===== src/hdl/syncFifo.sv =====
// Synchronous FIFO
`timescale 1ns/1ps
`default_nettype none

module syncFifo #(
    parameter type payloadT = logic [7:0],
    parameter int addrBits = 4
) (
    input  wire          scalerClock,
    input  wire          reset,
    input  wire          readEnable,
    input  wire          writeEnable,
    input  wire payloadT writeData,
    output logic         empty,
    output logic         full,
    output payloadT      readData
);

    localparam int depth = 1 << addrBits;

    payloadT storage [depth];

    // Pointers carry one extra wrap bit to tell full from empty
    logic [addrBits:0] readPointer;
    logic [addrBits:0] writePointer;
    logic doRead;
    logic doWrite;

    // Strobes on an empty or full FIFO are ignored
    assign doRead = readEnable && !empty;
    assign doWrite = writeEnable && !full;

    assign empty = (readPointer == writePointer);
    assign full = (readPointer[addrBits-1:0] == writePointer[addrBits-1:0]) &&
                  (readPointer[addrBits] != writePointer[addrBits]);

    always_ff @(posedge scalerClock or posedge reset) begin
        if (reset) begin
            readPointer <= '0;
            writePointer <= '0;
            // Readers compare this word before their first pop, so it starts defined
            readData <= '0;
        end else begin
            if (doWrite) begin
                writePointer <= writePointer + 1'b1;
            end
            // Read data shows up the cycle after the strobe
            if (doRead) begin
                readData <= storage[readPointer[addrBits-1:0]];
                readPointer <= readPointer + 1'b1;
            end
        end
    end

    always_ff @(posedge scalerClock) begin
        if (doWrite) begin
            storage[writePointer[addrBits-1:0]] <= writeData;
        end
    end

endmodule

`default_nettype wire


===== config.mk =====
export PLATFORM = sky130hd
export DESIGN_NAME = syncFifo
export DESIGN_NICKNAME = d
export VERILOG_FILES = /design/src/hdl/syncFifo.sv
export SDC_FILE = /design/constraint.sdc
export NUM_CORES = 1
export LEC_CHECK = 0
export ABC_CLOCK_PERIOD_IN_PS = 2400
export BUFFER_PORTS_ARGS = -buffer_cell sky130_fd_sc_hd__buf_2
export CORE_ASPECT_RATIO = 0.5
export CORE_UTILIZATION = 58
export CTS_BUF_LIST = sky130_fd_sc_hd__clkbuf_8
export DETAILED_ROUTE_END_ITERATION = 8
export PLACE_DENSITY = 0.89
export SLEW_MARGIN = 40
export SYNTH_ARGS = -nofsm -noshare
export SYNTH_HDL_FRONTEND = slang
export SYNTH_SLANG_ARGS = --single-unit

===== constraint.sdc =====
create_clock -name scalerClock -period 2.4 [get_ports scalerClock]
set_input_delay 0.24 -clock scalerClock [delete_from_list [all_inputs] [get_ports scalerClock]]
set_output_delay 0.24 -clock scalerClock [all_outputs]
set_load 0.01 [all_outputs]

==> results of run 1 <==
## state kept, by name, indices dropped and copies added, names as in the netlist
signal	cells
readPointer	5
writePointer	5
storage	128
readData	8
## how the worst max path moves through the flow
stage,from,endpoint,slack [ns],cells after the start
after detailed placement,readPointer[1],readData[6],0.19,5
after global routing,readPointer[1],readData[3],0.02,5
final,readPointer[1],readData[1],0.09,5
after global placement,writePointer[4],storage[11][6],0.25,3
after floorplan,readPointer[1],storage[3][0],0.18,6
after CTS,readPointer[1],readData[1],0.11,5
## cells in the final DEF (no fill, tap or decap), drive strengths merged, types with 7 or more instances in the layout
master  instances
a221oi          8
a22o            8
and3           15
buf            30
clkbuf         21
dfrtp          18
edfxtp        128
inv             7
mux2           18
mux2i          16
mux4           24
nand2b          8
xnor2          13
## worst max-delay path: cells and delay by family, from the launching register on
family / cells / cell delay (ns)
AOI/OAI and AO/OA: 1 / 0.25
DFF: 1 / 0.51
buffers and inverters: 1 / 0.23
muxes: 3 / 1.20
## Yosys cell counts (all sizes together)
| master | number | area share [%] |
|---|---|---|
| and2 | 1 | 0.11 |
| o2111ai | 1 | 0.15 |
| o21a | 1 | 0.13 |
| mux2i | 16 | 2.7 |
| inv | 4 | 0.25 |
| ha | 5 | 1.0 |
| nor3 | 1 | 0.084 |
| edfxtp | 128 | 64 |
| nand4 | 1 | 0.21 |
| nor2b | 5 | 0.52 |
| mux4 | 24 | 9.9 |
| buf | 13 | 1.3 |
| o211ai | 5 | 0.63 |
| mux2 | 18 | 3.4 |
| nand2b | 8 | 0.84 |
| xnor2 | 13 | 1.9 |
| nor2 | 4 | 0.25 |
| xor2 | 1 | 0.15 |
| and3 | 15 | 1.6 |
| dfrtp | 18 | 7.6 |
| a22o | 8 | 1.2 |
| clkbuf | 3 | 0.19 |
| o21ai | 1 | 0.27 |
| a221oi | 8 | 1.2 |
## per-stage QoR
step                cells  worst slack (ns)
floorplan             302             0.183
global placement      451             0.247
detailed placement    451             0.186
CTS                   484             0.107
global route          484            0.0214
finish                484            0.0861
## kinds of logic after synthesis
kind of cell	share of synthesized area, %
AO/OA/AOI/OAI	3.53
XOR/XNOR	2.06
adder cells (fa/ha/maj)	1.05
buffers and inverters	1.70
flip-flops	72.0
multiplexers	16.0
AND/OR/NAND/NOR	3.59
## cell type report
cell class                      count  area, µm²  share of cell area [%]
Clock buffer                       21        289                    4.36
Clock inverter                     11       86.3                    1.30
Inverter                            4       15.0                   0.226
Multi-Input combinational cell    136       1570                    23.7
Sequential cell                   146       4300                    64.8
Tap cell                          135        169                    2.55
Timing Repair Buffer               31        208                    3.13
## power breakdown
group | internal [mW] | total, mW | switching [mW]
logic | 1.25 | 2.70 | 1.45
registers | 3.16 | 3.40 | 0.244
clock network | 0.915 | 1.81 | 0.898
total | 5.33 | 7.92 | 2.59
## per-layer routing
layer	routed length, µm	up-vias
met5	0	-
met3	1540	47
met4	480	0
li1	-	1296
met1	5080	1583
met2	5770	256
==> out/qor.txt, run 1 <==
met1 usage: 34.3%
die area: 10700 µm²
Critical Path End Type: flop
crit share post-route: 96.4%
Max rail drop VDD: 612 µV
Synth Instances: 302
RSZ-0062 raised after global routing: false
min-delay src: readEnable
first-pass GRT wire length: 18.8 mm
cell mode on critical path: mux2_2
Sink Count: 146
Fmax: 432 MHz
setup_tns: 0 ns
TritonCTS clock tree: built
routed vias: 3182
leakage: 2.37 nW
post-synthesis sequential area ratio: 72.0%
CTS Buf Count: 17
Fillers: 530
WP data arrival: 2.66 ns
Worst-Skew Late Latency: 0.45 ns
Die Y: 73.7 µm
Longest Clk Path Bufs: 2
worst reg2reg path startpoint: readPointer[1]
Tightest Pin Transition: 0.683 ns
Unique masters post-synth: 28
Die X: 145 µm
Pins Over Slew Limit: 0
Via-to-Cell Ratio: 6.57
Pwr per Cell Area: 1190 nW/µm²
crit start category: flop
kind of critical path: flop to flop
Rows: 25
Relative slew margins: 54.4%
yosys synthesis warning count: 0
final hold slack: 0.140 ns
setup bufs post-CTS: 0
drt pass-1 iters: 5
critical path's slowest cell: mux4_1
layout net count: 353
dpl hpwl: 7.72 mm
Resized cells post-CTS: 0
Critical Path RT: 2.74 ns
H-Tree Depth: 4
largest net degree at the start of global routing: 44
drt total wl: 12.9 mm
Syn Area/Cell: 19.7 µm²
Clock Root Buffer: clkbuf_8
Final Hold Fails: 0
met2 Use GR: 40.2%
Initial Utilization: 61.5%
Cell Area, Placed: 6240 µm²
met3 Resource Use GR: 7.95%
Hold-fix buffers, CTS: 1
synth-to-layout area growth: 11.3%
Post-Syn Area: 5960 µm²
# port buffers: 21
flops & latches, synth: 146
vias in the first global route: 3132
internal reg-to-reg setup slack: 0.09 ns
Worst-path clk slew: 0.08 ns
Fin Clk Skew: 0.0131 ns
Design Power: 7.92 mW
drt wl/cell: 26.6 µm
max-capacitance violation count: 0
Antenna Nets Post-Route: 0
Hold Crit Class: primary input to flop
total non-filler cell area in the finished layout: 6630 µm²
initial antenna violation count: 0
WHS Path Cells: 3
Max Fanout on Critical Path: 21
total track usage: 25.9%
Mapped Nets: 319
worst r2r dst: readData[1]
DRT iter0 DRCs: 498
DRC viols: 0
Final Util: 68.4%
Reg2Reg Depth: 5
share of layout cells above drive strength 1: 26.9%
CP peak stage delay: 0.62 ns
grt total ovfl: 0
core footprint: 9700 µm²
Final Critical Period: 2.31 ns
final setup vio count: 0
Placer Congestion: 0.824
IO Pins: 22
worst path cell trace: buf_12, mux4_1, mux2_2, a22o_1, mux2_2
ant diodes: 0
Hold Path Sink: readPointer[2]
outcome: finished clean
Most Crowded Layer GR: met2
Power figures use the tool's default switching activity.
==> run 2: changes to the inputs <==
--- a/config.mk
+++ b/config.mk
@@ -11,7 +11,9 @@
 export CORE_UTILIZATION = 58
 export CTS_BUF_LIST = sky130_fd_sc_hd__clkbuf_8
 export DETAILED_ROUTE_END_ITERATION = 8
+export MAX_ROUTING_LAYER = met4
 export PLACE_DENSITY = 0.89
+export SETUP_SLACK_MARGIN = 0.5
 export SLEW_MARGIN = 40
 export SYNTH_ARGS = -nofsm -noshare
 export SYNTH_HDL_FRONTEND = slang
==> run 2 against run 1 <==
Count of clock-buffer cells in the layout decreased by 4. Register-to-register slack improved by 0.12 ns. Power rose by 18%. Sequential cell count unchanged. Core utilization grew 5.7 points. Non-clock buffer count is 26 higher. Die area unchanged. Sequential share of layout area down 4.9 points. Largest power group is now combinational logic. Hold slack improved by 0.034 ns.
==> out/qor.txt, run 2 (synthesis results as in run 1) <==
outcome: finished clean (unchanged)
IO Pins: 22 (unchanged)
Place WS: 0.284 ns (was 0.186 ns)
synth-to-layout area growth: 20.5% (was 11.3%)
commonest non-fill, non-tap cells in the layout: edfxtp_1 (128), mux4_2 (20), buf_2 (20) (was edfxtp_1 (128), clkbuf_8 (21), buf_2 (21))
CP startpoint: readPointer[1] (unchanged)
largest net degree at the start of global routing: 22 (was 44)
Design Power: 9.37 mW (was 7.92 mW)
Rows: 25 (unchanged)
Worst-path clk slew: 0.09 ns (was 0.08 ns)
kind of critical path: flop to flop (unchanged)
Reg area: 4300 µm² (about the same)
Multi-input gate area: 1740 µm² (was 1570 µm²)
Critical Path RT: 2.75 ns (was 2.74 ns)
H-Tree Depth: 4 (unchanged)
sum of buffers and inverters on the critical path: 3 (was 1)
WHS Path Cells: 3 (unchanged)
drt total wl: 16.0 mm (was 12.9 mm)
leakage: 2.55 nW (was 2.37 nW)
Clock Root Buffer: clkbuf_8 (unchanged)
Pins Over Slew Limit: 0 (unchanged)
Final Critical Period: 2.19 ns (was 2.31 ns)
crit share post-route: 91.4% (was 96.4%)
share of layout cells above drive strength 1: 42.4% (was 26.9%)
Sink Count: 146 (unchanged)
Max rail drop VDD: 536 µV (was 612 µV)
Die X: 145 µm (unchanged)
Hold Crit Class: primary input to flop (unchanged)
crit start category: flop (unchanged)
worst reg2reg path startpoint: readPointer[1] (unchanged)
Tightest Pin Transition: 0.626 ns (was 0.683 ns)
min-delay src: readEnable (unchanged)
DRC viols: 0 (unchanged)
vias in the first global route: 3392 (was 3132)
RSZ-0062 raised after global routing: true (was false)
Fmax: 456 MHz (was 432 MHz)
Die Y: 73.7 µm (unchanged)
critical path's slowest cell: mux4_2 (was mux4_1)
# port buffers: 21 (unchanged)
Final Hold Fails: 0 (unchanged)
max-capacitance violation count: 0 (unchanged)
DRT iter0 DRCs: 588 (was 498)
CTS Buf Count: 17 (unchanged)
Relative slew margins: 58.1% (was 54.4%)
layout net count: 379 (was 353)
CP peak stage delay: 0.54 ns (was 0.62 ns)
Max Fanout on Critical Path: 6 (was 21)
Pwr per Cell Area: 1300 nW/µm² (was 1190 nW/µm²)
CP Depth: 7 (was 5)
max reg flops: 128 (unchanged)
Cell Area, Placed: 6310 µm² (was 6240 µm²)
Fillers: 475 (was 530)
dpl hpwl: 7.87 mm (was 7.72 mm)
total track usage: 30.7% (was 25.9%)
worst path cell trace: buf_6, buf_16, buf_8, mux4_2, nand2b_4, a22o_1, mux2_2 (was buf_12, mux4_1, mux2_2, a22o_1, mux2_2)
drt pass-1 iters: 6 (was 5)
Antenna Nets Post-Route: 0 (unchanged)
CP top delay family: multiplexers (unchanged)
total non-filler cell area in the finished layout: 7180 µm² (was 6630 µm²)
grt total ovfl: 0 (unchanged)
Via-to-Cell Ratio: 6.96 (was 6.57)
die area: 10700 µm² (unchanged)
Longest Clk Path Bufs: 2 (unchanged)
final setup vio count: 0 (unchanged)
Inst Count DP: 453 (was 451)
Placer Congestion: 0.826 (was 0.824)
Reg2Reg Depth: 7 (was 5)
Final Util: 74.1% (was 68.4%)
final hold slack: 0.175 ns (was 0.140 ns)
setup_tns: 0 ns (unchanged)
core footprint: 9700 µm² (unchanged)
TritonCTS clock tree: built (unchanged)
final non-filler cell total: 510 (was 484)
WP data arrival: 2.54 ns (was 2.66 ns)
Critical Path End Type: flop (unchanged)
Initial Utilization: 61.5% (unchanged)
ant diodes: 0 (unchanged)
drt wl/cell: 31.3 µm (was 26.6 µm)
min setup slack post-route: 0.206 ns (was 0.0861 ns)
routed vias: 3552 (was 3182)
first-pass GRT wire length: 21.6 mm (was 18.8 mm)
Fin Clk Skew: 0.0190 ns (was 0.0131 ns)
initial antenna violation count: 0 (unchanged)
Worst-Skew Late Latency: 0.47 ns (was 0.45 ns)
commonest non-fill, non-tap cell in the layout: edfxtp_1 (unchanged)
[run 2: cell types whose count changed in the layout (fill, tap and decap cells not counted), sizes merged]
cell,change
buf,+26
clkbuf,-4
bufinv,+3
clkinv,+1
clkinvlp,+1
inv,-1
[run 2: cell type report]
class                      count  share of cell area, %
timing repair buffer          57                   7.42
inverter                       4                  0.209
tap                          135                   2.35
multi-input combinational    136                   24.3
clock inverter                15                   2.67
sequential                   146                   59.8
clock buffer                  17                   3.26
[run 2: report_power, final]
part	switching, mW	internal, mW	total (mW)
clock	1.02	1.12	2.14
combinational	1.90	1.85	3.75
sequential	0.325	3.16	3.48
total	3.24	6.13	9.37
[run 2: worst reg2reg max path: stages (launching register included)]
cell      delay [ns]
dfrtp_2         0.48
buf_6           0.16
buf_16          0.14
buf_8           0.14
mux4_2          0.54
nand2b_4        0.18
a22o_1          0.19
mux2_2          0.26
[run 2: path summary, 6_finish.rpt]
path,to,slack (ns)
max,readData[2],0.21
min,readPointer[2],0.17
max reg2reg,readData[2],0.21
min reg2reg,readData[0],0.53
max in group asynchronous,writePointer[2],1.70
min in group asynchronous,readData[7],0.34
[run 2: routing by layer]
| metal | share of wire, % | vias up | wire [µm] | track usage, % |
|---|---|---|---|---|
| met1 | 40 | 1811 | 6330 | 41.5 |
| met5 | 0 | - | 0 | - |
| li1 | - | 1347 | - | - |
| met3 | 13 | 54 | 2020 | 7.58 |
| met4 | 3.4 | 0 | 548 | 12.5 |
| met2 | 44 | 340 | 7070 | 45.6 |
[run 2: what timing repair did]
action,in CTS,in global routing
endpoints found under the setup margin,139,140
buffers inserted,16,6
hold endpoints to repair,18,0
cloned,2,0
hold buffers,1,0
resized for setup,37,14
pin swaps,11,2
