File: src/hdl/stretchPkg.sv
// Stretcher shared definitions
`default_nettype none

package stretchPkg;

    // A chunk is the unit of transfer on both request sides
    localparam int chunkBits = 5;
    localparam int chunkSize = 1 << chunkBits;

    // Active frame size in columns and rows
    localparam int hActiveBits = 11;
    localparam int vActiveBits = 11;

    // Chunk numbers cover the whole active width
    localparam int chunkNumBits = hActiveBits - chunkBits;

    // A request carries the row in its upper bits and the chunk number below
    localparam int requestBits = vActiveBits + chunkNumBits;

    // RGB 5-6-5 pixels
    localparam int bitsPerPixel = 16;

    // Shrink factor has one integer bit, so 64 means 1.0
    localparam int scaleFractionBits = 6;
    localparam int scaleBits = scaleFractionBits + 1;

    // Source coordinate is a column with the factor's fraction appended
    localparam int hCoordBits = hActiveBits + scaleFractionBits;

    typedef logic [bitsPerPixel-1:0] pixelT;
    typedef logic [requestBits-1:0] requestT;
    typedef logic [chunkNumBits-1:0] chunkNumT;
    typedef logic [hCoordBits-1:0] hCoordT;
    typedef logic [scaleBits-1:0] scaleT;
    typedef logic [hActiveBits-1:0] columnT;

endpackage

`default_nettype wire

File: src/hdl/pixelBlender.sv
// Linear pixel blender
`timescale 1ns/1ps
`default_nettype none

module pixelBlender
    import stretchPkg::*;
(
    input  wire          scalerClock,
    input  wire          reset,
    input  wire          pendingCoordEmpty,
    input  wire hCoordT  pendingCoordData,
    input  wire pixelT   leftColor,
    input  wire pixelT   rightColor,
    input  wire          bothCached,
    input  wire          downstreamResponseFull,
    output logic         pendingCoordReadEnable,
    output columnT       leftColumn,
    output columnT       rightColumn,
    output logic         lookupActive,
    output logic         downstreamResponseWriteEnable,
    output pixelT        downstreamResponseWriteData
);

    // Set while a popped coordinate waits for its pixels
    logic available;
    logic [scaleFractionBits-1:0] fraction;
    logic [5:0] red;
    logic [5:0] green;
    logic [5:0] blue;

    // Weighted sum of two channel values where the left weight is 63 minus the fraction
    function automatic logic [5:0] blendChannel(
        input logic [5:0] leftValue,
        input logic [5:0] rightValue,
        input logic [scaleFractionBits-1:0] weight
    );
        logic [scaleFractionBits-1:0] leftWeight;
        logic [2*scaleFractionBits-1:0] sum;
        // Six-bit complement gives 63 minus the fraction
        leftWeight = ~weight;
        sum = leftValue * leftWeight + rightValue * weight;
        return sum[2*scaleFractionBits-1:scaleFractionBits];
    endfunction

    assign leftColumn = pendingCoordData[hCoordBits-1:scaleFractionBits];
    assign fraction = pendingCoordData[scaleFractionBits-1:0];
    // With no fraction the right pixel adds nothing, so stay inside the left chunk
    assign rightColumn = (fraction == '0) ? leftColumn : leftColumn + 1'b1;

    assign lookupActive = available;

    assign red = blendChannel({1'b0, leftColor[15:11]}, {1'b0, rightColor[15:11]}, fraction);
    assign green = blendChannel(leftColor[10:5], rightColor[10:5], fraction);
    assign blue = blendChannel({1'b0, leftColor[4:0]}, {1'b0, rightColor[4:0]}, fraction);

    assign downstreamResponseWriteData = {red[4:0], green, blue[4:0]};

    assign downstreamResponseWriteEnable = available && bothCached && !downstreamResponseFull;

    // Pop the next coordinate when nothing is held or the held one is written now
    assign pendingCoordReadEnable = !downstreamResponseFull && !pendingCoordEmpty &&
                                    (!available || downstreamResponseWriteEnable);

    always_ff @(posedge scalerClock or posedge reset) begin
        if (reset) begin
            available <= 1'b0;
        end else if (pendingCoordReadEnable) begin
            available <= 1'b1;
        end else if (downstreamResponseWriteEnable) begin
            available <= 1'b0;
        end
    end

endmodule

`default_nettype wire

File: config.mk
export PLATFORM = sky130hd
export DESIGN_NAME = pixelBlender
export DESIGN_NICKNAME = d
export VERILOG_FILES = /design/src/hdl/stretchPkg.sv /design/src/hdl/pixelBlender.sv
export SDC_FILE = /design/constraint.sdc
export NUM_CORES = 1
export LEC_CHECK = 0
export ABC_AREA = 1
export BUFFER_PORTS_ARGS = -buffer_cell sky130_fd_sc_hd__buf_2
export CORE_MARGIN = 1
export CORE_UTILIZATION = 60
export CTS_CLUSTER_SIZE = 10
export DETAILED_ROUTE_END_ITERATION = 8
export PLACE_DENSITY = 0.89
export SLEW_MARGIN = 0
export SYNTH_ARGS = -nofsm -noshare
export SYNTH_HDL_FRONTEND = slang
export SYNTH_SLANG_ARGS = --single-unit
File: constraint.sdc
create_clock -name scalerClock -period 4.6 [get_ports scalerClock]
set_input_delay 0.23 -clock scalerClock [delete_from_list [all_inputs] [get_ports scalerClock]]
set_output_delay 0.23 -clock scalerClock [all_outputs]
set_load 0.005 [all_outputs]
==> run_results.csv, run 1 <==
group,metric,value,unit
run_status,status,"completed",
floorplan,pin_count,95,
clocking,hold_buffers,0,
worst_setup_path,ff2ff_path_depth,3,
floorplan,die_y,107,um
timing,worst_pin_slew,0.333,ns
logic_synthesis,synth_edf_count,0,
floorplan,core_area,10800,um^2
power_and_ir_drop,ir_worst_vdd,0.667,mV
route,routed_wl,14900,um
power_and_ir_drop,p_leak,0.00482,uW
worst_setup_path,cp-start-kind,"input port",
finish,nFillCells,818,
finish,final_util,69.8,%
timing,finalSetupViolCount,0,
timing,drv_slew,0,
global_routing,grt_pass1_wl,24500,um
worst_setup_path,cp_num_buf_inv,7,
worst_setup_path,cp-end-kind,"output port",
finish,fin_nets,1292,
power_and_ir_drop,total_power,3350,uW
placed_design,place_congestion,0.885,
global_routing,grt_start_max_net_pins,24,
route,avgViaCountPerCell,5.05,
clocking,path_clk_slew,0,ns
finish,area_delta_synth_final,13.8,%
timing,period_minus_slack,4.52,ns
floorplan,fp.dieArea,11500,um^2
logic_synthesis,syn_area_per_cell,7.18,um^2
logic_synthesis,ys_seq_area_share,0.376,%
worst_setup_path,crit_chain,"buf_4 > clkinvlp_4 > buf_4 > nand2_1 > fa_1 > inv_1 > fa_1 > fa_1 > fa_1 > inv_1 > fa_1 > inv_1 > ha_4 > a21oi_2 > or2_1 > nand3_1 > nand2_1 > nand2_1 > buf_2",
timing,relSlewSlack,77.7,%
worst_setup_path,required,4.37,ns
logic_synthesis,synth_warnings,0,
timing,timing.hold.ws,0.0664,ns
timing,final.setup_skew,0,ns
timing,final_hold_viol_count,0,
worst_setup_path,worstPathMaxFanout,8,
route,drtIter0Drc,399,
placed_design,io_buffers,94,
finish,regArea,25.0,um^2
global_routing,grt_pass1_vias,5663,
route,firstDrtPassIters,5,
route,detail-route-antenna-nets,0,
logic_synthesis,synth.net_count,1197,
floorplan,die_x,107,um
power_and_ir_drop,powerDensity,443,nW/um^2
placed_design,dp_hpwl,12400,um
worst_setup_path,crit_type,"input port to output port",
logic_synthesis,synth-seq-cells,1,
route,route.detailed.drc,0,
finish,largest_reg_flops,1,
global_routing,grt-ovfl-total,0,
finish,multi_input_area,5530,um^2
worst_setup_path,worstPathArrival,4.29,ns
worst_setup_path,cpMaxStageDelayCell,"fa_1",
logic_synthesis,syn-cell-area,6650,um^2
route,vias,5856,
global_routing,track_usage,26.3,%
global_routing,antenna_found_initial,0,
worst_setup_path,cp.depth,19,
finish,layout_common_cells,"269 x inv_1, 256 x nand2_1, 119 x fa_1, 91 x buf_2, 88 x ha_1",
placed_design,dp.cells,1149,
logic_synthesis,syn_inst,926,
finish,diodes,0,
logic_synthesis,synth.distinct_cells,29,
timing,period_share,98.3,%
floorplan,start_util,61.4,%
worst_setup_path,path_common_cell,"fa_1",
flow_run,drv_cap,0,
timing,fmax,221,MHz
clocking,insertion_delay,0,ns
logic_synthesis,synthArstFlopShare,100,%
worst_setup_path,slowest_delay,0.55,ns
logic_synthesis,ys_dominant_reg_cell,"dfrtp_1",
worst_setup_path,cp_top_family,"adder cells",
route,routedWlPerCell,12.8,um
finish,final_cells,1159,
min_path,hold_path_class,"input port to async pin",
finish,drive_gt1_share,16.4,%
finish,final_common_cell,"inv_1",
floorplan,placementRows,38,
## timing repair
item / CTS / global route
buffers inserted: 0 / 8
gates resized for setup: 0 / 43
endpoints found under the setup margin: 0 / 15
## cell usage after synthesis, types with 4 or more instances
cell | count | area (um^2)
xor2_1 | 10 | 87.6
buf_2 | 5 | 25.0
xnor2_1 | 7 | 61.3
o21a_1 | 5 | 37.5
nor2_1 | 45 | 169
nand4_1 | 6 | 37.5
o21ai_1 | 4 | 20.0
nand2_1 | 264 | 991
nand3_1 | 21 | 105
inv_1 | 276 | 1040
a21oi_1 | 18 | 90.1
ha_1 | 96 | 1200
fa_1 | 121 | 2420
clkbuf_1 | 8 | 30.0
buf_6 | 4 | 45.0
buf_4 | 12 | 90.1
## per-stage QoR
| step | setup slack [ns] | setup TNS [ns] | cell area (um^2) |
|---|---|---|---|
| after floorplan | 0.296 | 0 | 6650 |
| after global placement | 0.120 | 0 | 7280 |
| after detailed placement | 0.0433 | 0 | 7280 |
| after CTS | 0.0303 | 0 | 7280 |
| after global routing | -0.0455 | -0.194 | 7570 |
| final | 0.0800 | 0 | 7570 |
## report_power, final
group | leakage (uW) | switching (uW) | internal [uW]
registers | 0.0000107 | 0.760 | 10.3
logic | 0.00481 | 1830 | 1520
clock network | 0 | 0 | 0
## layer usage
metal	up-vias	routed length, um	global-route usage, %
li1	2835	-	-
met1	2732	5860	33.6
met2	254	7480	48.7
met3	35	1170	2.66
met4	0	341	4.11
met5	-	0	0
## worst paths after layout
kind | start | endpoint | slack, ns
min in group scalerClock | pendingCoordEmpty | lookupActive$_DFFE_PP0P_ | 0.44
hold reg to reg | lookupActive$_DFFE_PP0P_ | lookupActive$_DFFE_PP0P_ | 0.57
max in group asynchronous | reset | lookupActive$_DFFE_PP0P_ | 4.44
setup / recovery | pendingCoordData[3] | downstreamResponseWriteData[1] | 0.08
setup reg to reg | lookupActive$_DFFE_PP0P_ | lookupActive$_DFFE_PP0P_ | 3.76
hold / removal | reset | lookupActive$_DFFE_PP0P_ | 0.07
## layout make-up
cell class	instances	area share [%]
timing repair buffer	122	10.2
tap	140	2.31
multi-input combinational	617	73.1
inverter	279	14.0
sequential	1	0.331
## cell families after synthesis
kind of cell	after synthesis	share of synthesized area (%)
XOR/XNOR	17	2.24
AND/OR/NAND/NOR	354	21.9
flip-flops	1	0.376
buffers and inverters	308	18.6
AO/OA/AOI/OAI	29	2.43
adder cells (fa/ha/maj)	217	54.5
(Power assumes the default switching activity.)
==> inputs of run 2 (changes only) <==
--- a/config.mk
+++ b/config.mk
@@ -11,6 +11,8 @@
 export CORE_UTILIZATION = 60
 export CTS_CLUSTER_SIZE = 10
 export DETAILED_ROUTE_END_ITERATION = 8
+export GPL_TIMING_DRIVEN = 0
+export MAX_ROUTING_LAYER = met4
 export PLACE_DENSITY = 0.89
 export SLEW_MARGIN = 0
 export SYNTH_ARGS = -nofsm -noshare
==> run 2 against run 1 <==
Die area unchanged; final cell count increased by 1.3%; worst setup slack got worse by 0.023 ns; register-to-register slack got worse by 0.09 ns; global-route usage increased by 1.7 points; critical path type unchanged; critical endpoint is now downstreamResponseWriteData[13]; highest routed layer unchanged.
==> run_results.csv, run 2 (synthesized netlist as in run 1, its figures left out) <==
group,metric,value,unit
floorplan,core_area,10800,um^2
worst_setup_path,worstPathMaxFanout,11,
global_routing,grt-ovfl-total,0,
worst_setup_path,cp-end-kind,"output port",
worst_setup_path,worstPathArrival,4.31,ns
finish,fin_nets,1307,
run_status,status,"completed",
timing,fmax,220,MHz
power_and_ir_drop,pwr-share-comb,99.7,%
route,route.detailed.drc,0,
worst_setup_path,ff2ff_path_depth,3,
global_routing,track_usage,28.0,%
global_routing,grt_start_max_net_pins,12,
route,vias,6225,
floorplan,fp.dieArea,11500,um^2
flow_run,drv_cap,0,
finish,drive_gt1_share,17.5,%
route,routedWlPerCell,14.3,um
global_routing,antenna_found_initial,0,
finish,largest_reg_flops,1,
power_and_ir_drop,ir_worst_vdd,0.669,mV
worst_setup_path,slowest_delay,0.54,ns
finish,diodes,0,
power_and_ir_drop,seqPwrFrac,0.3,%
power_and_ir_drop,powerDensity,448,nW/um^2
finish,multi_input_area,5510,um^2
timing,relSlewSlack,80.9,%
floorplan,start_util,61.4,%
worst_setup_path,crit_type,"input port to output port",
route,firstDrtPassIters,5,
finish,final_cells,1174,
power_and_ir_drop,p_switching,1910,uW
floorplan,die_y,107,um
worst_setup_path,rrSetupSlack,3.67,ns
worst_setup_path,cpMaxStageDelayCell,"fa_2",
timing,final_hold_viol_count,0,
global_routing,grt_pass1_wl,25000,um
clocking,path_clk_slew,0,ns
route,detail-route-antenna-nets,0,
floorplan,placementRows,38,
placed_design,place_congestion,0.865,
placed_design,dp.cells,1156,
timing,worst_pin_slew,0.284,ns
finish,final_common_cell,"inv_1",
worst_setup_path,timing.rr.start,"lookupActive$_DFFE_PP0P_",
worst_setup_path,rr_endpoint,"lookupActive$_DFFE_PP0P_",
worst_setup_path,cp-start-kind,"input port",
worst_setup_path,crit_path_start,"pendingCoordData[0]",
power_and_ir_drop,p_sw_share,55.4,%
worst_setup_path,required,4.37,ns
timing,period_share,98.8,%
power_and_ir_drop,total_power,3450,uW
finish,regArea,25.0,um^2
min_path,hold_path_class,"input port to async pin",
finish,layout_common_cells,"268 x inv_1, 258 x nand2_1, 120 x fa_1, 90 x ha_1, 88 x buf_2",
timing,final.setup_skew,0,ns
route,avgViaCountPerCell,5.30,
route,routed_wl,16800,um
worst_setup_path,crit_path_end,"downstreamResponseWriteData[13]",
worst_setup_path,path_common_cell,"nand2_1",
finish,area_delta_synth_final,15.7,%
worst_setup_path,crit_chain,"buf_6 > clkinvlp_4 > buf_4 > nand2_1 > fa_1 > inv_1 > fa_1 > inv_1 > fa_1 > fa_2 > inv_1 > fa_1 > ha_4 > nand2_1 > nand2_1 > nand2_1 > nand2_2 > nand3_1 > nand2_1 > nand2_1 > nand2_1 > buf_2",
power_and_ir_drop,pwr-share-clk,0,%
timing,period_minus_slack,4.54,ns
placed_design,io_buffers,90,
placed_design,dp_hpwl,12700,um
floorplan,pin_count,95,
route,drtIter0Drc,548,
timing,finalSetupViolCount,0,
timing,drv_slew,0,
global_routing,grt_pass1_vias,5749,
power_and_ir_drop,p_int,1540,uW
finish,nFillCells,825,
power_and_ir_drop,p_leak,0.00491,uW
clocking,insertion_delay,0,ns
floorplan,die_x,107,um
run 2: cell count changes in the layout (fill, tap and decap cells not counted), sizes merged:
| cell | previous run | this run |
|---|---|---|
| buf | 120 | 137 |
| clkinvlp | 3 | 2 |
| inv | 276 | 277 |
| clkbuf | 2 | 0 |
run 2: area by class of cell:
type / instances / area share, %
Buffer: 28 / 4.00
Sequential cell: 1 / 0.325
Inverter: 279 / 13.9
Timing Repair Buffer: 109 / 7.87
Tap cell: 140 / 2.28
Multi-Input combinational cell: 617 / 71.6
run 2: worst min-delay path by stage:
stage	endpoint	slack, ns	depth (start not counted)
floorplan	lookupActive$_DFFE_PP0P_	-0.04	1
global placement	lookupActive$_DFFE_PP0P_	0.06	2
detailed placement	lookupActive$_DFFE_PP0P_	0.07	2
CTS	lookupActive$_DFFE_PP0P_	0.07	2
global route	lookupActive$_DFFE_PP0P_	0.08	2
finish	lookupActive$_DFFE_PP0P_	0.07	2
run 2: routing by layer:
metal	track usage (%)	part of all wire, %	vias to the layer above
li1	-	-	2861
met3	1.57	8.9	106
met4	6.36	4.9	0
met5	-	0	-
met1	34.3	36	2893
met2	50.8	50	365
run 2: worst max-delay path: cells and delay by family:
family,cells,cell delay [ns]
adder cells (fa/ha/maj),6,2.83
buffers and inverters,7,0.64
AND/OR/NAND/NOR,9,0.60
run 2: what timing repair did:
action,CTS,global route
resized for setup,19,84
buffers inserted,5,14
hold buffers,0,0
setup endpoints to repair,16,16
pin swaps,0,25
run 2: through the flow:
stage / instance area [um^2] / utilization (%) / setup TNS [ns] / hold WS [ns] / setup WS (ns)
global placement: 7280 / 67.1 / -5.10 / 0.0621 / -0.431
global route: 7700 / 71.0 / -0.393 / 0.0805 / -0.0666
CTS: 7350 / 67.8 / -0.00333 / 0.0667 / -0.00333
detailed placement: 7280 / 67.1 / -5.78 / 0.0668 / -0.488
finish: 7700 / 71.0 / 0 / 0.0663 / 0.0570
floorplan: 6650 / - / 0 / -0.0413 / 0.296
run 2: power groups by stage:
stage	sequential (uW)	clock [uW]	combinational, uW
finish	11.2	0	3440
global route	11.4	0	3950
CTS	11.2	0	3080
detailed placement	11.2	0	3050
global placement	11.1	0	2950
floorplan	11.3	0	2220
