### config.mk
export PLATFORM = sky130hd
export DESIGN_NAME = requestTranslator
export DESIGN_NICKNAME = d
export VERILOG_FILES = /design/src/hdl/stretchPkg.sv /design/src/hdl/requestTranslator.sv
export SDC_FILE = /design/constraint.sdc
export NUM_CORES = 1
export LEC_CHECK = 0
export BUFFER_PORTS_ARGS = -buffer_cell sky130_fd_sc_hd__buf_4
export CORE_AREA = 4 4 106 108
export CTS_CLUSTER_DIAMETER = 30
export DETAILED_ROUTE_END_ITERATION = 16
export DIE_AREA = 0 0 110 112
export GPL_TIMING_DRIVEN = 0
export HOLD_SLACK_MARGIN = 0.08
export PLACE_DENSITY_LB_ADDON = 0.08
export SYNTH_ARGS = -nofsm -noshare
export SYNTH_HDL_FRONTEND = slang
export SYNTH_SLANG_ARGS = --single-unit
export TNS_END_PERCENT = 1
### constraint.sdc
create_clock -name scalerClock -period 6.03 [get_ports scalerClock]
set_input_delay 0.3015 -clock scalerClock [delete_from_list [all_inputs] [get_ports scalerClock]]
set_output_delay 0.3015 -clock scalerClock [all_outputs]
set_load 0.005 [all_outputs]
### src/hdl/stretchPkg.sv
// Stretcher shared definitions
`default_nettype none

package stretchPkg;

    // A chunk is the unit of transfer on both request sides
    localparam int chunkBits = 5;
    localparam int chunkSize = 1 << chunkBits;

    // Active frame size in columns and rows
    localparam int hActiveBits = 11;
    localparam int vActiveBits = 11;

    // Chunk numbers cover the whole active width
    localparam int chunkNumBits = hActiveBits - chunkBits;

    // A request carries the row in its upper bits and the chunk number below
    localparam int requestBits = vActiveBits + chunkNumBits;

    // RGB 5-6-5 pixels
    localparam int bitsPerPixel = 16;

    // Shrink factor has one integer bit, so 64 means 1.0
    localparam int scaleFractionBits = 6;
    localparam int scaleBits = scaleFractionBits + 1;

    // Source coordinate is a column with the factor's fraction appended
    localparam int hCoordBits = hActiveBits + scaleFractionBits;

    typedef logic [bitsPerPixel-1:0] pixelT;
    typedef logic [requestBits-1:0] requestT;
    typedef logic [chunkNumBits-1:0] chunkNumT;
    typedef logic [hCoordBits-1:0] hCoordT;
    typedef logic [scaleBits-1:0] scaleT;
    typedef logic [hActiveBits-1:0] columnT;

endpackage

`default_nettype wire

### src/hdl/requestTranslator.sv
// Downstream request translation
`timescale 1ns/1ps
`default_nettype none

module requestTranslator
    import stretchPkg::*;
(
    input  wire           scalerClock,
    input  wire           reset,
    input  wire scaleT    hShrinkFactor,
    input  wire           downstreamRequestEmpty,
    input  wire requestT  downstreamRequestData,
    input  wire           upstreamRequestFull,
    input  wire           pendingChunkFull,
    input  wire           pendingCoordFull,
    output logic          downstreamRequestReadEnable,
    output logic          upstreamRequestWriteEnable,
    output requestT       upstreamRequestWriteData,
    output logic          pendingCoordWriteEnable,
    output hCoordT        pendingCoordWriteData
);

    typedef enum logic [1:0] {idleState, readState, storeState} stateT;

    stateT state;
    logic [chunkBits-1:0] pixelCount;

    // The two most recent upstream requests, used to drop duplicates
    requestT lastRequest;
    requestT lastLastRequest;

    logic [vActiveBits-1:0] row;
    columnT column;
    hCoordT halfFactor;
    hCoordT halfPixel;
    hCoordT coordinate;
    chunkNumT coordChunk;
    requestT chunkRequest;
    requestT nextChunkRequest;
    logic needsNextChunk;
    logic issueCurrent;
    logic issueNext;
    logic stall;
    logic advance;

    // Output column is the requested chunk with the pixel counter below it
    assign row = downstreamRequestData[requestBits-1 -: vActiveBits];
    assign column = {downstreamRequestData[chunkNumBits-1:0], pixelCount};

    // Sample at the pixel centre, column * factor + factor / 2
    assign halfFactor = hCoordT'(hShrinkFactor >> 1);
    // Downscaling shifts back by half a source pixel to keep the image centred
    assign halfPixel = hShrinkFactor[scaleBits-1] ? hCoordT'(1 << (scaleFractionBits - 1)) : '0;
    assign coordinate = column * hShrinkFactor + halfFactor - halfPixel;

    assign coordChunk = coordinate[hCoordBits-1 -: chunkNumBits];
    assign chunkRequest = {row, coordChunk};
    assign nextChunkRequest = {row, coordChunk + 1'b1};

    // A sample between the last pixel of a chunk and the next one needs both chunks
    assign needsNextChunk = (&coordinate[hCoordBits-chunkNumBits-1 -: chunkBits]) &&
                            (|coordinate[scaleFractionBits-1:0]);

    assign issueCurrent = (chunkRequest != lastRequest) && (chunkRequest != lastLastRequest);
    assign issueNext = needsNextChunk && (nextChunkRequest != lastRequest) &&
                       (nextChunkRequest != lastLastRequest);

    // Any full FIFO holds the current coordinate for another cycle
    assign stall = upstreamRequestFull || pendingChunkFull || pendingCoordFull;
    assign advance = (state == storeState) && !stall;

    // Request data is valid in the store state, one cycle after this strobe
    assign downstreamRequestReadEnable = (state == readState);

    assign pendingCoordWriteEnable = advance;
    assign pendingCoordWriteData = coordinate;

    // At most one upstream request per coordinate, the current chunk first
    assign upstreamRequestWriteEnable = advance && (issueCurrent || issueNext);
    assign upstreamRequestWriteData = issueCurrent ? chunkRequest : nextChunkRequest;

    always_ff @(posedge scalerClock or posedge reset) begin
        if (reset) begin
            state <= idleState;
            pixelCount <= '0;
            lastRequest <= '1;
            lastLastRequest <= '1;
        end else begin
            case (state)
                idleState: begin
                    if (!downstreamRequestEmpty) begin
                        state <= readState;
                    end
                end

                readState: begin
                    pixelCount <= '0;
                    state <= storeState;
                end

                storeState: begin
                    if (advance) begin
                        pixelCount <= pixelCount + 1'b1;
                        // The whole chunk is done, go back for the next request
                        if (&pixelCount) begin
                            state <= idleState;
                        end
                    end
                end

                default: begin
                    state <= idleState;
                end
            endcase

            // Shift the duplicate filter whenever a request goes out
            if (upstreamRequestWriteEnable) begin
                lastRequest <= upstreamRequestWriteData;
                lastLastRequest <= lastRequest;
            end
        end
    end

endmodule

`default_nettype wire

==> summary.md, run 1 <==
| Metric | Value |
|---|---|
| Pin count of the biggest net entering global routing | `42` |
| Yosys warns | `0` |
| Nets | `803` |
| First-pass GRT wire length | `roughly 21000 um` |
| Drt first pass iters | `4` |
| Cell accounting for the most synthesized area | `fa_1` |
| Status | `finished, violations left` |
| Worst Setup End Kind | `primary output` |
| Gr ovfl total | `0` |
| Core area | `~10000 um2` |
| Via count | `4131` |
| Design area | `6800 um2` |
| Placed instance area | `6210 um2` |
| DRC viols | `0` |
| WHS | `about 0.14 ns` |
| Clk_skew | `between 0.007 and 0.008 ns` |
| Tightest Pin Transition | `0.836 ns` |
| Clock Latency Late Sink | `about 0.30 ns` |
| Hold_sp | `downstreamRequestEmpty` |
| Post-synthesis sequential area ratio | `between 10% and 20%` |
| CTS buffer count | `5` |
| RePlAce Congestion | `0.841` |
| Fin util | `between 60% and 70%` |
| Fin crit period | `approximately 6.2 ns` |
| Mapped Cells | `578` |
| Reg2reg start | `pixelCount[4]` |
| CP max FO | `7` |
| Syn nets | `708` |
| Violated checks | `setup timing` |
| I/O pins | `between 60 and 70` |
| Die Height | `112 um` |
| Number of synthesized flops with an enable pin | `0` |
| Share of layout cells above drive strength 1 | `36.6%` |
| Final hold viol count | `0` |
| # setup viols final | `36` |
| Worst path arrival time | `5.94 ns` |
| Antenna viol nets, final | `0` |
| Worst-path clk slew | `0.09 ns` |
| Port Buffer Count | `between 60 and 70` |
| R2R depth | `22` |
| Met3 usage | `2.72%` |
| Critical R2R Capture | `lastRequest[5]` |
| CP max stage cell | `fa_1` |
| Layout area overhead | `22.6%` |
| Netlist Area Pre-Place | `5550 um2` |
| RSZ-0062 raised after global routing | `true` |
| Fill cells | `843` |
| Hold-critical path depth | `2` |
| Routed Wire Length | `12300 um` |
| Worst endpoint required time | `5.73 ns` |
| Die width | `110 um` |
| Pre-CTS setup slack | `-0.802 ns` |
| Vias in the first global route | `4406` |
| All-Layer GR Usage | `21.2%` |
| Synth unique cells | `~60` |
| H-tree levels | `2` |
| Initial antenna violation count | `0` |
| Most frequent cells in the layout | `108 x inv_1, 101 x buf_4, 53 x fa_1, 47 x nand2_1` |
| Worst Setup Slack, final | `-0.207 ns` |
| Area of the multi-input gates | `approximately 4100 um2` |
| Most used cell, CP | `fa_1` |
| CTS max path bufs | `2` |
| Fmax | `roughly 0.16 GHz` |
| Tcrit/Tclk final | `103%` |
| Pins Over Slew Limit | `0` |
| Yosys reg bits | `a little over 40` |
| Crit-path cells | `nand2_2, fa_1, inv_2, fa_1, fa_1, inv_1, fa_1, inv_2, fa_2, a21o_1, a221o_1, a221oi_2, xnor2_2, ha_2, xor2_1, nor2_1, nand2_1, nor4_4, o22ai_4, buf_12, buf_6` |
| Slowest Stage Delay on Critical Path | `0.52 ns` |
| Met2 GRT Util | `a little over a third` |
| WHS Endpoint | `state[0]` |
| Crit path buf inv count | `5` |
| CTS tree | `yes` |
| Sink Count | `41` |
| Wire per inst | `15.2 um` |
| Die ar. | `12300 um2` |
| Via/cell ratio | `between 5 and 6` |
| Slew HR | `between 40 and 50%` |
| Synth top area share | `about a fifth` |
| Most crowded layer after global routing | `met2` |
| HP Class | `input port to register` |
| Critical path launch point type | `register` |
| Max-cap violations | `0` |
| DP HPWL | `9450 um` |
| Grt met1 use | `between 20% and 30%` |
| First-iteration detailed-routing DRC count | `132` |
| Diodes inserted | `0` |
| Most common cell after layout, fill and taps aside | `inv_1` |
| Reg2reg setup slack | `-0.14 ns` |
| Asr flop ratio synth | `100%` |
| Top Family by Delay on Critical Path | `adder cells` |
| Clock root cell | `clkbuf_8` |
| Cell row count | `37` |
| Ys flop type | `dfstp_2` |
| Dominant cells by area after synthesis | `fa_1 19%, dfstp_2 16%, ha_1 10%` |
| Avg Cell Area, Syn | `approximately 9.6 um2` |
| Critical path class | `register to primary output` |
| Initial Util | `54.2%` |
| Reg area | `1070 um2` |
flip-flops by register name, summed over array words and instances (netlist names):
register / count
lastRequest: 17
state: 2
pixelCount: 5
lastLastRequest: 17
kinds of logic (layout without fill, tap and decap cells):
family / Yosys count / count (layout) / synth area share, %
AO/OA/AOI/OAI: 44 / 44 / 6.63
XOR/XNOR: 63 / 63 / 10.1
adder cells (fa/ha/maj): 100 / 100 / 29.9
buffers and inverters: 140 / 236 / 10.6
flip-flops: 41 / 41 / 19.3
multiplexers: 36 / 36 / 9.18
AND/OR/NAND/NOR: 154 / 154 / 14.4
layer usage:
| metal | vias to the layer above | wire length (um) |
|---|---|---|
| li1 | 2000 | - |
| met1 | 2058 | 5630 |
| met2 | 60 | 6090 |
| met3 | 13 | 425 |
| met4 | 0 | 122 |
| met5 | - | 0 |
stage by stage:
step	setup TNS, ns	instances
4_1_cts	-2.09	806
2_1_floorplan	0	578
3_3_place_gp	-25.52	780
6_report	-3.86	810
3_5_place_dp	-28.25	780
5_1_grt	-12.61	810
cell usage after synthesis (6+ instances only):
| library cell | count |
|---|---|
| nor2_1 | 9 |
| mux2_4 | 28 |
| nor3_1 | 9 |
| buf_4 | 11 |
| nor4_1 | 7 |
| clkbuf_1 | 12 |
| and2_1 | 40 |
| fa_1 | 54 |
| xor2_1 | 43 |
| mux2_2 | 6 |
| ha_1 | 46 |
| nand3_1 | 14 |
| nand2b_1 | 7 |
| a21oi_1 | 11 |
| inv_1 | 113 |
| dfstp_2 | 34 |
| dfrtp_1 | 7 |
| xnor2_1 | 19 |
| nand2_1 | 50 |
layout make-up:
| class | instances | share of cell area [%] |
|---|---|---|
| inverters | 113 | 6.24 |
| clock inverters | 3 | 1.01 |
| well taps | 136 | 2.50 |
| clock buffers | 5 | 1.01 |
| plain buffers | 22 | 2.52 |
| repair buffers | 93 | 10.6 |
| multi-input cells | 397 | 60.4 |
| flip-flops and latches | 41 | 15.8 |
worst max path at each step:
| stage | end | slack, ns | start | depth (start not counted) |
|---|---|---|---|---|
| final | upstreamRequestWriteEnable | -0.21 | pixelCount[4] | 21 |
| after global routing | upstreamRequestWriteEnable | -0.43 | pixelCount[4] | 22 |
| after CTS | upstreamRequestWriteEnable | -0.16 | pixelCount[4] | 20 |
| after detailed placement | upstreamRequestWriteEnable | -0.80 | hShrinkFactor[5] | 23 |
| after global placement | upstreamRequestWriteEnable | -0.72 | hShrinkFactor[5] | 23 |
| after floorplan | lastRequest[5] | 0.02 | pixelCount[3] | 21 |
what timing repair did:
action                     in CTS  in global routing
hold buffers                    0                  0
resized for setup              45                 17
setup endpoints to repair      41                 41
pin swaps                      40                 16
setup buffers                  23                  4
Power of run 1 is left out: the tool's default activity adds up to more than one toggle a clock period on the data nets, which glitch-free logic cannot reach.
==> run 2, diff against run 1 <==
Settings changed: RECOVER_POWER set to 100.
==> run 2 against run 1 <==
  * The run ends with capacitance limit, slew limit, setup timing left
  * Core utilization shrank 0.37 points
  * Routed wire length is essentially flat
  * Die area is the same
  * Register-to-register slack is essentially flat
  * Flip-flop and latch count is the same
  * Non-clock buffer count is the same
  * Global-route usage is the same
  * Critical endpoint unchanged
  * Largest cell class unchanged
  * Highest routed layer unchanged
==> summary.md, run 2 (synthesized netlist as in run 1, its figures left out) <==
| Metric | Value |
|---|---|
| Antenna viol nets, final | `0` |
| Final hold viol count | `0` |
| CP max FO | `7` |
| Fin crit period | `between 6 and 7 ns` |
| Worst Setup Slack, final | `-0.207 ns` |
| Most common cell after layout, fill and taps aside | `inv_1` |
| Via/cell ratio | `5.10` |
| Layout area overhead | `21.9%` |
| Cell row count | `37` |
| All-Layer GR Usage | `21.2%` |
| Clk_skew | `0.00710 ns` |
| CTS max path bufs | `2` |
| Tcrit/Tclk final | `103%` |
| Die ar. | `~12000 um2` |
| Biggest regs | `lastLastRequest x17, lastRequest x17, pixelCount x5` |
| Vias in the first global route | `4406` |
| Diodes inserted | `0` |
| Top Family by Delay on Critical Path | `adder cells` |
| Share of layout cells above drive strength 1 | `35.0%` |
| Sink Count | `41` |
| Nets | `803` |
| CP max stage cell | `fa_1` |
| # setup viols final | `36` |
| CTS hold repair buffers | `0` |
| RSZ-0062 raised after global routing | `true` |
| Most frequent cells in the layout | `109 x inv_1, 90 x buf_4, 53 x fa_1, 47 x nand2_1` |
| Slew HR | `-0.511%` |
| Critical path class | `register to primary output` |
| Wire per inst | `15.1 um` |
| Max-cap violations | `1` |
| Crit path buf inv count | `5` |
| Tightest Pin Transition | `1.51 ns` |
| Drt first pass iters | `4` |
| Worst-path clk slew | `around 0.09 ns` |
| First-iteration detailed-routing DRC count | `between 100 and 150` |
| Core area | `10200 um2` |
| First-pass GRT wire length | `20900 um` |
| RePlAce Congestion | `0.841` |
| Violated checks | `capacitance limit, slew limit, setup timing` |
| Initial Util | `54.2%` |
| Via count | `4133` |
| Worst path arrival time | `5.94 ns` |
| Pins Over Slew Limit | `42` |
| Die width | `110 um` |
| Fmax | `between 0.15 and 0.2 GHz` |
| Gr ovfl total | `0` |
| Clock Latency Late Sink | `about 0.3 ns` |
| Worst endpoint required time | `5.73 ns` |
| Routed Wire Length | `12300 um` |
| I/O pins | `67` |
| Clock root cell | `clkbuf_8` |
| Most used cell, CP | `fa_1` |
| Fin util | `around two thirds` |
| DP HPWL | `9450 um` |
| Pin count of the biggest net entering global routing | `42` |
| Die Height | `112 um` |
| Port Buffer Count | `66` |
| Crit-path cells | `nand2_2, fa_1, inv_2, fa_1, fa_1, inv_1, fa_1, inv_2, fa_2, a21o_1, a221o_1, a221oi_2, xnor2_2, ha_2, xor2_1, nor2_1, nand2_1, nor4_4, o22ai_4, buf_12, buf_6` |
| H-tree levels | `2` |
| Initial antenna violation count | `0` |
| HP Class | `input port to register` |
| Pre-CTS setup slack | `-0.802 ns` |
| Critical path launch point type | `register` |
| DRC viols | `0` |
| CTS tree | `yes` |
| CTS buffer count | `5` |
| Slowest Stage Delay on Critical Path | `0.52 ns` |
| Status | `finished, violations left` |
| Worst Setup End Kind | `primary output` |
run 2: area by class of cell:
cell class	instances	area, um2
Timing Repair Buffer	93	681
Fill cell	858	3470
Clock buffer	5	68.8
Multi-Input combinational cell	397	4110
Sequential cell	41	1070
Clock inverter	3	68.8
Buffer	22	171
Inverter	113	424
Tap cell	136	170
run 2: final timing paths:
path	from	slack [ns]	end	depth (start not counted)
max	pixelCount[4]	-0.21	upstreamRequestWriteEnable	21
min	downstreamRequestEmpty	0.14	state[0]	2
max reg2reg	pixelCount[4]	-0.14	lastRequest[5]	22
min reg2reg	state[1]	0.45	state[0]	1
max in group asynchronous	reset	4.59	pixelCount[3]	2
min in group asynchronous	reset	0.46	state[1]	2
run 2: through the flow:
stage | cells | hold slack (ns) | setup TNS [ns] | cell area [um2]
global route | 810 | 0.131 | -12.61 | 6760
detailed placement | 780 | 0.442 | -28.25 | 6210
floorplan | 578 | 0.367 | 0 | 5550
global placement | 780 | 0.425 | -25.52 | 6210
CTS | 806 | 0.136 | -2.09 | 6690
finish | 810 | 0.144 | -3.90 | 6760
run 2: layer usage:
layer / routed length [um] / global-route usage [%] / vias up / part of all wire, %
met5: 0 / 0 / - / 0
met4: 122 / 3.33 / 0 / 0.99
met3: 406 / 2.72 / 13 / 3.3
met2: 6100 / 36.1 / 58 / 50
met1: 5630 / 29.0 / 2062 / 46
li1: - / - / 2000 / -
run 2: worst reg2reg max path, delay by kind of cell, from the launching register on:
family | cells | cell delay (ns)
multiplexers | 1 | 0.34
buffers and inverters | 7 | 0.85
AO/OA/AOI/OAI | 4 | 1.02
XOR/XNOR | 2 | 0.55
flip-flops | 1 | 0.49
adder cells (fa/ha/maj) | 5 | 2.33
AND/OR/NAND/NOR | 3 | 0.50
run 2: repair_timing:
action,4_1_cts,5_1_grt
endpoints found under the hold margin,0,0
pin swaps,40,16
setup buffers,23,4
gates resized for setup,45,17
cloned,0,0
setup endpoints to repair,41,41
Power of run 2 is left out for the same reason.
